**src/hdl/letterPkg.sv**
```systemverilog
package letterPkg;

    localparam int wordLen = 5;

    typedef logic [7:0] letter_t; // ascii, 0 means no guess

    localparam letter_t blankChar = 8'h5F; // '_'
    localparam letter_t asciiA = 8'h41;

    // position 0 is the leftmost byte
    typedef letter_t [0:wordLen-1] word_t;

    typedef struct packed {
        word_t shown;
        logic [2:0] livesLeft;
    } display_t;

endpackage

```
**src/hdl/gamePkg.sv**
```systemverilog
package gamePkg;

    localparam int maxMisses = 6;

    // L0..L4 must stay consecutive, the matcher steps through them by +1
    typedef enum logic [3:0] {
        SET,
        FIRST,
        L0,
        L1,
        L2,
        L3,
        L4,
        STOP,
        IDLE
    } matchState_t;

    typedef struct packed {
        logic [2:0] correct;
        logic [2:0] incorrect;
        logic [letterPkg::wordLen-1:0] found; // bit 4 is position 0
        logic win;
        logic lose;
    } gameStatus_t;

endpackage

```
**src/hdl/wordLoader.sv**
```systemverilog
`timescale 1ns/1ps

module wordLoader (
    input logic clk,
    input logic nRst,
    input letterPkg::letter_t hostLetter,
    input logic hostStrobe,
    input logic startGame,
    input logic lockWord,
    output letterPkg::word_t secretWord,
    output logic armGame
);
    import letterPkg::*;

    logic [2:0] fillCount;
    logic wordFull;

    assign wordFull = (fillCount == wordLen);

    always_ff @(posedge clk, negedge nRst) begin
        if (!nRst) begin
            secretWord <= '0;
            fillCount <= '0;
            armGame <= 1'b0;
        end else begin
            armGame <= startGame && wordFull && !lockWord;
            if (!lockWord) begin
                if (startGame && wordFull) begin
                    fillCount <= '0; // next game needs a fresh word
                end else if (hostStrobe) begin
                    secretWord <= {secretWord[1:wordLen-1], hostLetter}; // shift in at low byte
                    if (!wordFull) begin
                        fillCount <= fillCount + 3'd1;
                    end
                end
            end
        end
    end

    // arming only ever follows a complete word
    armOnlyWhenFull: assert property (
        @(posedge clk) disable iff (!nRst)
        $rose(armGame) |-> $past(fillCount) == wordLen
    ) else $error("armGame raised with a partial word");

endmodule

```
**src/hdl/guessEncoder.sv**
```systemverilog
`timescale 1ns/1ps

module guessEncoder (
    input logic clk,
    input logic nRst,
    input logic [25:0] keys,
    output letterPkg::letter_t guess
);
    import letterPkg::*;

    logic [25:0] keysPrev;
    logic [25:0] rising;
    letter_t nextGuess;

    assign rising = keys & ~keysPrev;

    // lowest index wins, so scan downward and let it overwrite last
    always_comb begin
        nextGuess = '0;
        for (int i = 25; i >= 0; i--) begin
            if (rising[i]) begin
                nextGuess = asciiA + letter_t'(i);
            end
        end
    end

    always_ff @(posedge clk, negedge nRst) begin
        if (!nRst) begin
            keysPrev <= '0;
            guess <= '0;
        end else begin
            keysPrev <= keys;
            guess <= nextGuess; // one cycle per press
        end
    end

    guessIsLetter: assert property (
        @(posedge clk) disable iff (!nRst)
        guess inside {8'h00, [asciiA:asciiA + 8'd25]}
    ) else $error("guess code %h is not A-Z", guess);

endmodule

```
**src/hdl/guessMatcher.sv**
```systemverilog
`timescale 1ns/1ps

module guessMatcher (
    input logic clk,
    input logic nRst,
    input letterPkg::letter_t guess,
    input letterPkg::word_t secretWord,
    input logic armGame,
    input logic newGame,
    output gamePkg::gameStatus_t status,
    output logic mistake,
    output logic busy,
    output logic ready,
    output logic lockWord
);
    import letterPkg::*;
    import gamePkg::*;

    matchState_t state;
    matchState_t nextState;
    gameStatus_t nextStatus;
    letter_t letter;
    letter_t nextLetter;
    logic [wordLen-1:0] hitMask;
    logic [wordLen-1:0] nextHitMask;
    logic [2:0] hitCount;
    logic [2:0] nextHitCount;
    logic [2:0] pos;
    logic [2:0] revealBit;
    logic gameOver;

    assign pos = 3'(state - L0); // valid in L0..L4 only
    assign revealBit = 3'(wordLen - 1) - pos;
    assign gameOver = (status.correct == wordLen) || (status.incorrect == maxMisses);

    assign busy = (state inside {L0, L1, L2, L3, L4});
    assign ready = (state == FIRST) || (state == IDLE);
    assign lockWord = (state != SET);

    always_comb begin
        nextState = state;
        nextStatus = status;
        nextLetter = letter;
        nextHitMask = hitMask;
        nextHitCount = hitCount;
        mistake = 1'b0;

        case (state)
            SET: begin
                nextStatus = '0;
                if (armGame) begin
                    nextState = FIRST;
                end
            end
            FIRST, IDLE: begin
                if (state == IDLE) begin
                    if (status.correct == wordLen) begin
                        nextStatus.win = 1'b1;
                    end else if (status.incorrect == maxMisses) begin
                        nextStatus.lose = 1'b1;
                    end
                end
                if (state == IDLE && newGame) begin
                    nextStatus = '0;
                    nextState = SET;
                end else if (guess != '0 && !gameOver) begin
                    nextLetter = guess;
                    nextHitMask = '0;
                    nextHitCount = '0;
                    nextState = L0;
                end
            end
            L0, L1, L2, L3, L4: begin
                // already revealed positions do not score again
                if (secretWord[pos] == letter && !status.found[revealBit]) begin
                    nextHitMask[revealBit] = 1'b1;
                    nextHitCount = hitCount + 3'd1;
                end
                nextState = matchState_t'(state + 4'd1); // L4 steps into STOP
            end
            STOP: begin
                if (hitCount != '0) begin
                    nextStatus.found = status.found | hitMask;
                    nextStatus.correct = status.correct + hitCount;
                end else begin
                    mistake = 1'b1;
                    nextStatus.incorrect = status.incorrect + 3'd1;
                end
                nextState = IDLE;
            end
            default: begin
                nextState = SET;
            end
        endcase
    end

    always_ff @(posedge clk, negedge nRst) begin
        if (!nRst) begin
            state <= SET;
            status <= '0;
            hitMask <= '0;
            hitCount <= '0;
        end else begin
            state <= nextState;
            status <= nextStatus;
            hitMask <= nextHitMask;
            hitCount <= nextHitCount;
        end
    end

    always_ff @(posedge clk) begin
        letter <= nextLetter;
    end

    correctInRange: assert property (
        @(posedge clk) disable iff (!nRst)
        status.correct <= wordLen
    ) else $error("correct count overflow");

    missesInRange: assert property (
        @(posedge clk) disable iff (!nRst)
        status.incorrect <= maxMisses
    ) else $error("incorrect count overflow");

    notBusyAndReady: assert property (
        @(posedge clk) disable iff (!nRst)
        !(busy && ready)
    ) else $error("busy and ready both high");

endmodule

```
**src/hdl/statusDisplay.sv**
```systemverilog
`timescale 1ns/1ps

module statusDisplay (
    input logic clk,
    input logic nRst,
    input letterPkg::word_t secretWord,
    input gamePkg::gameStatus_t status,
    output letterPkg::display_t display
);
    import letterPkg::*;
    import gamePkg::*;

    display_t nextDisplay;

    always_comb begin
        nextDisplay.livesLeft = 3'(maxMisses) - status.incorrect;
        for (int i = 0; i < wordLen; i++) begin
            // found bits run opposite to positions
            if (status.found[wordLen-1-i]) begin
                nextDisplay.shown[i] = secretWord[i];
            end else begin
                nextDisplay.shown[i] = blankChar;
            end
        end
    end

    always_ff @(posedge clk, negedge nRst) begin
        if (!nRst) begin
            display <= '{shown: {wordLen{blankChar}}, livesLeft: 3'(maxMisses)};
        end else begin
            display <= nextDisplay; // one cycle behind status
        end
    end

endmodule

```
**src/hdl/hangmanTop.sv**
```systemverilog
`timescale 1ns/1ps

module hangmanTop (
    input logic clk,
    input logic nRst,
    input letterPkg::letter_t hostLetter,
    input logic hostStrobe,
    input logic startGame,
    input logic [25:0] keys,
    input logic newGame,
    output gamePkg::gameStatus_t status,
    output letterPkg::display_t display,
    output logic ready,
    output logic busy,
    output logic mistake
);
    import letterPkg::*;

    word_t secretWord;
    letter_t guess;
    logic armGame;
    logic lockWord;

    wordLoader i_wordLoader (
        .clk(clk),
        .nRst(nRst),
        .hostLetter(hostLetter),
        .hostStrobe(hostStrobe),
        .startGame(startGame),
        .lockWord(lockWord),
        .secretWord(secretWord),
        .armGame(armGame)
    );

    guessEncoder i_guessEncoder (
        .clk(clk),
        .nRst(nRst),
        .keys(keys),
        .guess(guess)
    );

    guessMatcher i_guessMatcher (
        .clk(clk),
        .nRst(nRst),
        .guess(guess),
        .secretWord(secretWord),
        .armGame(armGame),
        .newGame(newGame),
        .status(status),
        .mistake(mistake),
        .busy(busy),
        .ready(ready),
        .lockWord(lockWord)
    );

    statusDisplay i_statusDisplay (
        .clk(clk),
        .nRst(nRst),
        .secretWord(secretWord),
        .status(status),
        .display(display)
    );

endmodule

```
**config.mk**
```make
export PLATFORM = sky130hd
export DESIGN_NAME = hangmanTop
export DESIGN_NICKNAME = d
export VERILOG_FILES = /design/src/hdl/letterPkg.sv /design/src/hdl/gamePkg.sv /design/src/hdl/wordLoader.sv /design/src/hdl/guessEncoder.sv /design/src/hdl/guessMatcher.sv /design/src/hdl/statusDisplay.sv /design/src/hdl/hangmanTop.sv
export SDC_FILE = /design/constraint.sdc
export NUM_CORES = 1
export LEC_CHECK = 0
export ABC_AREA = 1
export BUFFER_PORTS_ARGS = -buffer_cell sky130_fd_sc_hd__buf_2
export CAP_MARGIN = 25
export CELL_PAD_IN_SITES_DETAIL_PLACEMENT = 1
export CELL_PAD_IN_SITES_GLOBAL_PLACEMENT = 1
export CORE_MARGIN = 2
export CORE_UTILIZATION = 25
export DETAILED_ROUTE_END_ITERATION = 12
export GPL_ROUTABILITY_DRIVEN = 0
export PLACE_DENSITY = 0.6
export SYNTH_ARGS = -nofsm -noshare
export SYNTH_HDL_FRONTEND = slang
export SYNTH_SLANG_ARGS = --single-unit
```
**constraint.sdc**
```tcl
create_clock -name clk -period 2.3 [get_ports clk]
set_input_delay 0.46 -clock clk [delete_from_list [all_inputs] [get_ports clk]]
set_output_delay 0.46 -clock clk [all_outputs]
set_load 0.02 [all_outputs]
```
==> results of run 1 <==
-- report_power, final --
group	internal, mW	total [mW]	switching, mW
Clock	1.71	2.96	1.24
Sequential	3.49	3.97	0.477
Combinational	1.54	4.28	2.74
Total	6.74	11.2	4.46
-- repair_timing --
action | CTS | global route
hold endpoints to repair | 18 | 0
hold buffers | 1 | 0
cloned | 0 | 1
pin swaps | 1 | 5
gates resized for setup | 14 | 29
buffers inserted | 3 | 1
endpoints found under the setup margin | 3 | 11
-- through the flow --
step           hold slack [ns]  util (%)  instances  worst slack (ns)  power (mW)
2_1_floorplan            0.164         -        689            0.0859        6.39
3_3_place_gp             0.347      29.6       1125             0.108        7.85
3_5_place_dp             0.347      29.6       1125          -0.00320        7.93
4_1_cts                  0.134      32.4       1161           -0.0254        11.1
5_1_grt                  0.131      32.9       1163           -0.0820        12.0
6_report                 0.155      32.9       1163            0.0380        11.2
-- worst min path at each step --
stage	startpoint	endpoint	slack, ns	cells past startpoint
final	keys[23]	i_guessEncoder.keysPrev[23]	0.16	1
after global routing	keys[8]	i_guessEncoder.keysPrev[8]	0.13	1
after CTS	keys[8]	i_guessEncoder.keysPrev[8]	0.13	1
after detailed placement	nRst	i_statusDisplay.display[40]	0.35	1
after global placement	nRst	i_statusDisplay.display[40]	0.35	1
after floorplan	nRst	i_guessEncoder.guess[0]	0.16	0
-- registers in the layout, indices dropped and copies added, names as in the netlist --
signal and flops:
i_guessMatcher.hitMask 5, i_wordLoader.secretWord 40, i_guessMatcher.letter 6, i_wordLoader.armGame 1
i_guessEncoder.guess 6, i_guessMatcher.status 13, i_wordLoader.fillCount 3, i_guessMatcher.state 4
i_statusDisplay.display 43, i_guessEncoder.keysPrev 26, i_guessMatcher.hitCount 3
-- kinds of logic after synthesis --
family	synth area share, %
xor gates and xnor gates	1.24
adders and majority gates	2.87
DFF	60.1
buffers and inverters	9.15
and+or+nand+nor	15.9
AOI/OAI and AO/OA	10.7
-- metal layers --
metal / vias to the layer above / global-route usage (%) / share of wire [%]
met5: - / 0 / 0.067
met4: 2 / 3.23 / 0.70
met3: 10 / 3.02 / 3.2
met2: 78 / 22.2 / 50
met1: 2351 / 16.8 / 46
li1: 2409 / - / -
-- final cells by class --
type                       count  area (µm²)  share of cell area [%]
sequential                   150        3830                    46.3
tap                          330         413                    5.00
clock inverter                14         175                    2.12
clock buffer                  18         450                    5.45
multi-input combinational    398        2110                    25.5
inverter                     121         458                    5.54
timing repair buffer         132         830                    10.0
-- critical path, delay by kind of cell, from the launching register on --
family | cells | cell delay [ns]
AO/OA/AOI/OAI | 7 | 0.91
flip-flops | 1 | 0.44
buffers and inverters | 3 | 0.42
AND/OR/NAND/NOR | 2 | 0.22
XOR/XNOR | 1 | 0.15
-- synthesized netlist by cell type, types with 4 or more instances --
cell	number
o21ai_0	63
dfstp_2	32
nor2_1	36
nand4_1	4
ha_1	13
edfxtp_1	6
nor3_1	9
a31oi_1	6
o21ai_1	12
xor2_1	6
nand2_1	174
clkbuf_1	13
nand3_1	21
a21oi_1	24
inv_1	118
dfrtp_1	112
==> flow_summary.toml, run 1 <==
[global_route]
antenna_found_initial = 1
grt_pass1_wl_um = 27000
grt_pass1_vias = 5115
grt_util_all_layers_pct = 13.1
grt_max_degree = 64
grt_overflow = 0

[timing]
rsz0062_at_grt = "true"
slew_violations = 0
final.period_utilization_pct = 98.3
setup_viol = 0
finalHoldViolCount = 0
skew_ns = 0.0116
slew_headroom_pct = 65.0
fin_crit_ns = 2.26
fmax_mhz = 442
fin_setup_tns_ns = 0
worstMarginPinSlew_ns = 0.523

[route]
drc = 0
wl_per_cell_um = 14.1
drt-pass1-iter-count = 4
postRouteAntennaNets = 0
drtIter0Drc = 245
viasPerCell = 4.17
drt-total-wl_um = 16400
vias = 4850

[clocking]
cts_inserted_buffers = 17
clock_path_buffers = 2
cts_tree = "done"
root_buffer = "clkbuf_16"
insertion_delay_ns = 0.42
clkTransAtPathRegs_ns = 0.06
cts_sinks = 150
htreeDepth = 4

[critical_path]
startpoint_type = "register"
crit_path_frequent_cell = "o21ai_2"
r2r-end = "i_guessMatcher.hitMask[2]"
end_kind = "register"
critical-path-max-stage-delay_ns = 0.44
worst-path-max-fanout = 15
r2r_start = "i_guessMatcher.state[0]"
slowest_stage = "dfrtp_2"
crit_type = "register to register"
path_cells = "buf_12, buf_6, a21oi_1, o21ai_1, nand3_1, o21ai_2, xor2_1, a21oi_2, nand4_1, o21ai_2, o21a_4, buf_4, o21ai_2"
required_ns = 2.61
r2r_setup_slack_ns = 0.04
arrival_ns = 2.57
ff2ff_path_depth = 13
cp-endpoint = "i_guessMatcher.hitMask[2]"
setup.worst_path.start = "i_guessMatcher.state[0]"

[floorplan]
chipWidth_um = 164
rows = 58
dieArea_um2 = 26700
ioPinCount = 98
fp.dieH_um = 164
core_um2 = 25100
start_util_pct = 25.3

[run_status]
outcome = "finished clean"

[power_and_ir_drop]
p_leak_nw = 3.97
power_density_nw_per_um2 = 1360
irDropWorstVdd_v = 0.000490

[placement]
placed_cell_area_um2 = 7440
port-buffer-count = 97
dp_hpwl_um = 12100

[cells_and_area]
syn2layout_area_growth_pct = 29.9
design_area_um2 = 8260
n_antenna_cell = 0
drive_above_1_share_pct = 28.6
layout_commonest_cell = "nand2_1"
final_cell_mix = "172 x nand2_1, 115 x inv_1, 110 x dfrtp_1"
nets = 873
fill_cells = 2964

[synthesis]
synth_cell_type_count = 42
synth_area_per_cell_um2 = 9.23
yosysTopAreaCell = "dfrtp_1"
synth_ff_type = "dfrtp_1"
syn_nets = 742
synthTopCellsByArea = "dfrtp_1 44%, dfstp_2 13%, nand2_1 10%"
synth.yosys.seq_area_share_pct = 60.1
ys_warn_count = 0
synth_area_um2 = 6360
syn_inst = 689
synth_top_area_share_pct = 44.1
synth_edf_count = 6
async_reset_ff_share_pct = 96.0
ys_ff_latch = 150

[run]
max-cap-violations = 0

[worst_hold_path]
min_path_type = "input pin to register"
Note: power is estimated with default switching activity, not from simulation.
==> run 2, diff against run 1 <==
ABC_AREA = 0   (was 1)
PLACE_DENSITY = 0.58   (was 0.6)
==> flow_summary.toml, run 2 <==
[cells_and_area]
top_register = "i_statusDisplay.display"
final_cell_mix = "111 x dfrtp_1, 93 x buf_2, 59 x buf_4"
syn2layout_area_growth_pct = 35.0
largest_reg_flops = 43
largestRegisters = "i_statusDisplay.display (43), i_wordLoader.secretWord (40), i_guessEncoder.keysPrev (26)"
final-seq-area_um2 = 3820
multi_input_area_um2 = 2680
fill_cells = 2782
nets = 755
layout_commonest_cell = "dfrtp_1"
n_antenna_cell = 0
drive_above_1_share_pct = 43.4

[floorplan]
rows = 58
chipWidth_um = 165
core_um2 = 25300
fp.dieH_um = 165
start_util_pct = 25.5
ioPinCount = 98
dieArea_um2 = 27100

[synthesis]
yosys.area_share.adder_pct = 2.83
synth_cell_type_count = 66
synthTopCellsByCount = "112 x dfrtp_1, 44 x nand2b_1, 40 x mux2_2"
synth_ff_type = "dfrtp_1"
synth_simple_gate_area_share_pct = 15.0
ys_ff_latch = 150
yosys.area_share.xor_xnor_pct = 1.49
synth_top_family_by_area = "simple AND/OR/NAND/NOR gates"
synth_top_area_share_pct = 43.5
synth.most_common_cell = "dfrtp_1"
ys_warn_count = 0
synth_area_um2 = 6450
syn_inst = 532
synth.mux.area_fraction_pct = 9.70
synth_area_per_cell_um2 = 12.1
synth_edf_count = 6
synth.yosys.seq_area_share_pct = 59.3
synth-compound-area-share_pct = 9.16
syn_nets = 585
synthTopCellsByArea = "dfrtp_1 43%, dfstp_2 13%, mux2_2 7.0%"
yosysTopAreaCell = "dfrtp_1"
async_reset_ff_share_pct = 96.0

[timing]
worstMarginPinSlew_ns = 0.573
fin_ws_ns = -0.193
setup_viol = 9
final.period_utilization_pct = 108
finalHoldViolCount = 0
slew_headroom_pct = 61.8
fmax_mhz = 401
skew_ns = 0.0101
fin_setup_tns_ns = -1.24
whs_ns = 0.0137
slew_violations = 0
fin_crit_ns = 2.49
rsz0062_at_grt = "true"

[global_route]
grt_max_degree = 60
grt_overflow = 0
antenna_found_initial = 1
grt_pass1_wl_um = 28100
grt_pass1_vias = 5185
grt_util_all_layers_pct = 13.6

[power_and_ir_drop]
clkPwrFrac_pct = 25.5
internal_power_mw = 7.20
p_sw_mw = 3.83
irDropWorstVdd_v = 0.000627
p_comb_share_pct = 40.6
p_total_mw = 11.0
p_seq_share_pct = 34.0
power_density_nw_per_um2 = 1270
p_leak_nw = 3.86
switching_share_pct = 34.8

[route]
vias = 4703
drt-pass1-iter-count = 4
drt-total-wl_um = 17400
drc = 0
viasPerCell = 4.50
drtIter0Drc = 163
wl_per_cell_um = 16.7
postRouteAntennaNets = 0

[critical_path]
required_ns = 2.60
startpoint_type = "register"
end_kind = "register"
worst-path-max-fanout = 12
crit_type = "register to register"
arrival_ns = 2.79
r2r_setup_slack_ns = -0.19

[clocking]
insertion_delay_ns = 0.42
clock_path_buffers = 2
cts_sinks = 150
root_buffer = "clkbuf_16"
clkTransAtPathRegs_ns = 0.06
cts_tree = "done"
cts_inserted_buffers = 17
htreeDepth = 4
hold_buffers = 0

[placement]
dp_hpwl_um = 13000
port-buffer-count = 97
place_worst_setup_slack_ns = -0.340

[run]
max-cap-violations = 0

[worst_hold_path]
min_path_type = "input pin to async pin"

[run_status]
violations = "setup timing"
outcome = "complete, but fails checks"
run 2: cell types whose count changed after synthesis, sizes merged, moves of 5 or more:
cell,before,now
inv,120,24
mux2i,0,13
clkbuf,13,5
nor2,36,26
o21ai,78,24
nor2b,0,17
nand2b,0,44
and2,0,12
nand3b,1,6
nand2,174,28
nand3,22,10
mux2,0,40
run 2: power by group through the flow:
stage / combinational [mW] / sequential [mW] / clock (mW)
global placement: 3.61 / 3.76 / 0
detailed placement: 3.76 / 3.78 / 0
floorplan: 2.30 / 3.58 / 0
finish: 4.47 / 3.75 / 2.81
CTS: 4.27 / 3.75 / 2.90
global route: 4.84 / 3.83 / 3.00
run 2: timing repair:
action                     4_1_cts  5_1_grt
gates cloned                     0        0
pin swaps                       10        3
hold endpoints to repair         0        0
buffers inserted                13        3
setup endpoints to repair       11       11
gates resized for setup         37       16
run 2: worst max-delay path, stage by stage (launching register included):
cell	delay [ns]
dfrtp_1	0.39
buf_6	0.15
buf_12	0.15
mux4_2	0.32
xnor2_1	0.16
o311ai_1	0.13
a2111o_1	0.43
nor3_4	0.20
buf_6	0.15
o21ai_2	0.08
a32o_1	0.21
run 2: final cells by class:
cell class              instances  area share, %
clock buffers                  21           5.40
clock inverters                11           1.39
inverters                      25           1.16
multi-input cells             343           30.8
flip-flops and latches        150           43.9
well taps                     330           4.74
repair buffers                165           12.6
run 2: cells by family after synthesis:
| family | count (synthesis) |
|---|---|
| AND/OR/NAND/NOR | 172 |
| AO/OA/AOI/OAI | 91 |
| buffers and inverters | 39 |
| XOR/XNOR | 11 |
| adder cells (fa/ha/maj) | 14 |
| flip-flops | 150 |
| multiplexers | 55 |
run 2: path summary, 6_finish.rpt:
kind | end | cells past startpoint | startpoint
max | i_guessMatcher.hitCount[1] | 10 | i_guessMatcher.state[1]
min | i_guessEncoder.keysPrev[3] | 1 | nRst
max reg2reg | i_guessMatcher.hitCount[1] | 10 | i_guessMatcher.state[1]
min reg2reg | i_guessMatcher.letter[3] | 0 | i_guessEncoder.guess[3]
max in group asynchronous | i_statusDisplay.display[21] | 2 | nRst
min in group clk | i_guessEncoder.keysPrev[25] | 1 | keys[25]
run 2: metrics by stage:
step                std cells  utilization, %  area (µm²)
finish                   1045            34.5        8710
global route             1045            34.5        8710
CTS                      1042            34.0        8600
detailed placement        997            30.7        7760
global placement          997            30.7        7760
floorplan                 532               -        6480
run 2: metal layers:
metal  wire (µm)  track usage (%)  share of wire (%)
met5           7                0              0.040
met4         286             5.14                1.6
met3         695             3.06                4.0
met2        8690             23.1                 50
met1        7760             16.8                 44
==> run 3, diff against run 2 <==
CORE_UTILIZATION = 40   (was 25)
PLACE_DENSITY = 0.81   (was 0.58)
==> flow_summary.toml, run 3 (synthesis gave the netlist of run 2 again) <==
[run_status]
outcome = "complete, but fails checks"
violations = "setup timing"

[timing]
final.period_utilization_pct = 120
rsz0062_at_grt = "true"
skew_ns = 0.00760
worstMarginPinSlew_ns = 0.654
finalHoldViolCount = 0
slew_violations = 0
fin_ws_ns = -0.462
setup_viol = 12
fin_setup_tns_ns = -3.10
fin_crit_ns = 2.76
fmax_mhz = 362
slew_headroom_pct = 56.4

[global_route]
grt_max_degree = 70
antenna_found_initial = 1
grt_pass1_vias = 5315
grt_util_all_layers_pct = 22.1
grt_overflow = 0
grt_pass1_wl_um = 28500

[power_and_ir_drop]
switching_share_pct = 37.1
power_density_nw_per_um2 = 1310
irDropWorstVdd_v = 0.000689
p_comb_share_pct = 42.2
p_total_mw = 11.2
p_sw_mw = 4.15
clkPwrFrac_pct = 24.2
internal_power_mw = 7.05
p_leak_nw = 3.84
p_seq_share_pct = 33.6

[cells_and_area]
layout_commonest_cell = "dfrtp_1"
nets = 746
design_area_um2 = 8540
largest_reg_flops = 43
final_cell_mix = "110 x dfrtp_1, 93 x buf_2, 47 x buf_4"
top_register = "i_statusDisplay.display"
largestRegisters = "i_statusDisplay.display (43), i_wordLoader.secretWord (40), i_guessEncoder.keysPrev (26)"
drive_above_1_share_pct = 42.4
syn2layout_area_growth_pct = 32.3
instances_no_fill = 923

[critical_path]
arrival_ns = 3.08
r2r_setup_slack_ns = -0.46
r2r-end = "i_guessMatcher.hitMask[2]"
cp_top_family = "compound AO/OA/AOI/OAI gates"
crit_type = "register to register"
r2r_start = "i_guessMatcher.state[1]"
worst-path-max-fanout = 7
crit_path_frequent_cell = "buf_4"
slowest_stage = "a2111o_1"
path_cells = "buf_4, ha_4, buf_4, nor2_1, mux2i_1, o2111ai_2, a2111o_1, nor3_4, buf_6, nand2_4, o31ai_2"
path_buf_inv = 3
ff2ff_path_depth = 11
startpoint_type = "register"
required_ns = 2.62
end_kind = "register"
critical-path-max-stage-delay_ns = 0.44

[route]
drt-total-wl_um = 19400
drtIter0Drc = 274
postRouteAntennaNets = 0
wl_per_cell_um = 21.0
drt-pass1-iter-count = 4
drc = 0
viasPerCell = 5.40
vias = 4985

[clocking]
htreeDepth = 4
root_buffer = "clkbuf_16"
cts_inserted_buffers = 17
clock_path_buffers = 2
cts_tree = "done"
hold_buffers = 0
clkTransAtPathRegs_ns = 0.06
insertion_delay_ns = 0.43
cts_sinks = 150

[run]
max-cap-violations = 0

[placement]
dp_hpwl_um = 12200
port-buffer-count = 97
dpl.cell_count = 872
placed_cell_area_um2 = 7520
place_worst_setup_slack_ns = -0.337

[floorplan]
rows = 46
core_um2 = 15800
start_util_pct = 40.8
chipWidth_um = 131
fp.dieH_um = 131
ioPinCount = 98
dieArea_um2 = 17200

[worst_hold_path]
min_path_type = "input pin to async pin"
-- run 3: cell count changes in the layout (fill, tap and decap cells not counted), sizes merged, moves of 2 or more --
cell,before,now
bufinv,2,0
clkinvlp,2,0
clkbuf,21,23
inv,26,29
buf,165,156
-- run 3: worst max-delay path by stage --
stage / start / end / slack [ns] / cells after the start
4_1_cts: i_guessMatcher.state[1] / i_guessMatcher.hitMask[2] / -0.29 / 11
5_1_grt: i_guessMatcher.state[1] / i_guessMatcher.hitMask[2] / -0.53 / 10
3_3_place_gp: i_guessMatcher.state[1] / i_guessMatcher.hitCount[1] / -0.12 / 8
2_1_floorplan: i_guessMatcher.state[1] / i_guessMatcher.hitCount[1] / -0.08 / 9
6_report: i_guessMatcher.state[1] / i_guessMatcher.hitMask[2] / -0.46 / 11
3_5_place_dp: i_guessMatcher.state[1] / i_guessMatcher.hitCount[1] / -0.34 / 8
-- run 3: layer usage --
metal	GRT usage, %	routed length (µm)	vias up
li1	-	-	2188
met5	0	0	-
met4	10.8	782	0
met2	39.2	10100	165
met1	25.3	7480	2572
met3	4.48	1000	60
-- run 3: through the flow --
step	hold slack, ns	util (%)
floorplan	0.164	-
global placement	0.431	47.5
detailed placement	0.434	47.5
CTS	0.0607	52.7
global route	0.0829	53.9
finish	0.0234	53.9
-- run 3: timing repair --
item,in CTS,in global routing
setup endpoints to repair,23,60
pin swaps,9,10
setup buffers,13,6
resized for setup,34,31
-- run 3: power by group through the flow --
| stage | Clock, mW | Sequential (mW) | Combinational (mW) |
|---|---|---|---|
| 2_1_floorplan | 0 | 3.58 | 2.30 |
| 3_3_place_gp | 0 | 3.72 | 3.36 |
| 6_report | 2.71 | 3.77 | 4.73 |
| 4_1_cts | 2.74 | 3.71 | 4.02 |
| 5_1_grt | 2.87 | 3.85 | 4.97 |
| 3_5_place_dp | 0 | 3.75 | 3.56 |
-- run 3: area by class of cell --
class                   count  area [µm²]
flip-flops and latches    150        3830
multi-input cells         343        2720
well taps                 216         270
clock buffers              23         522
inverters                  25         109
diodes                      1        2.50
repair buffers            156        1030
fillers                  1657        7290
clock inverters             9        57.6
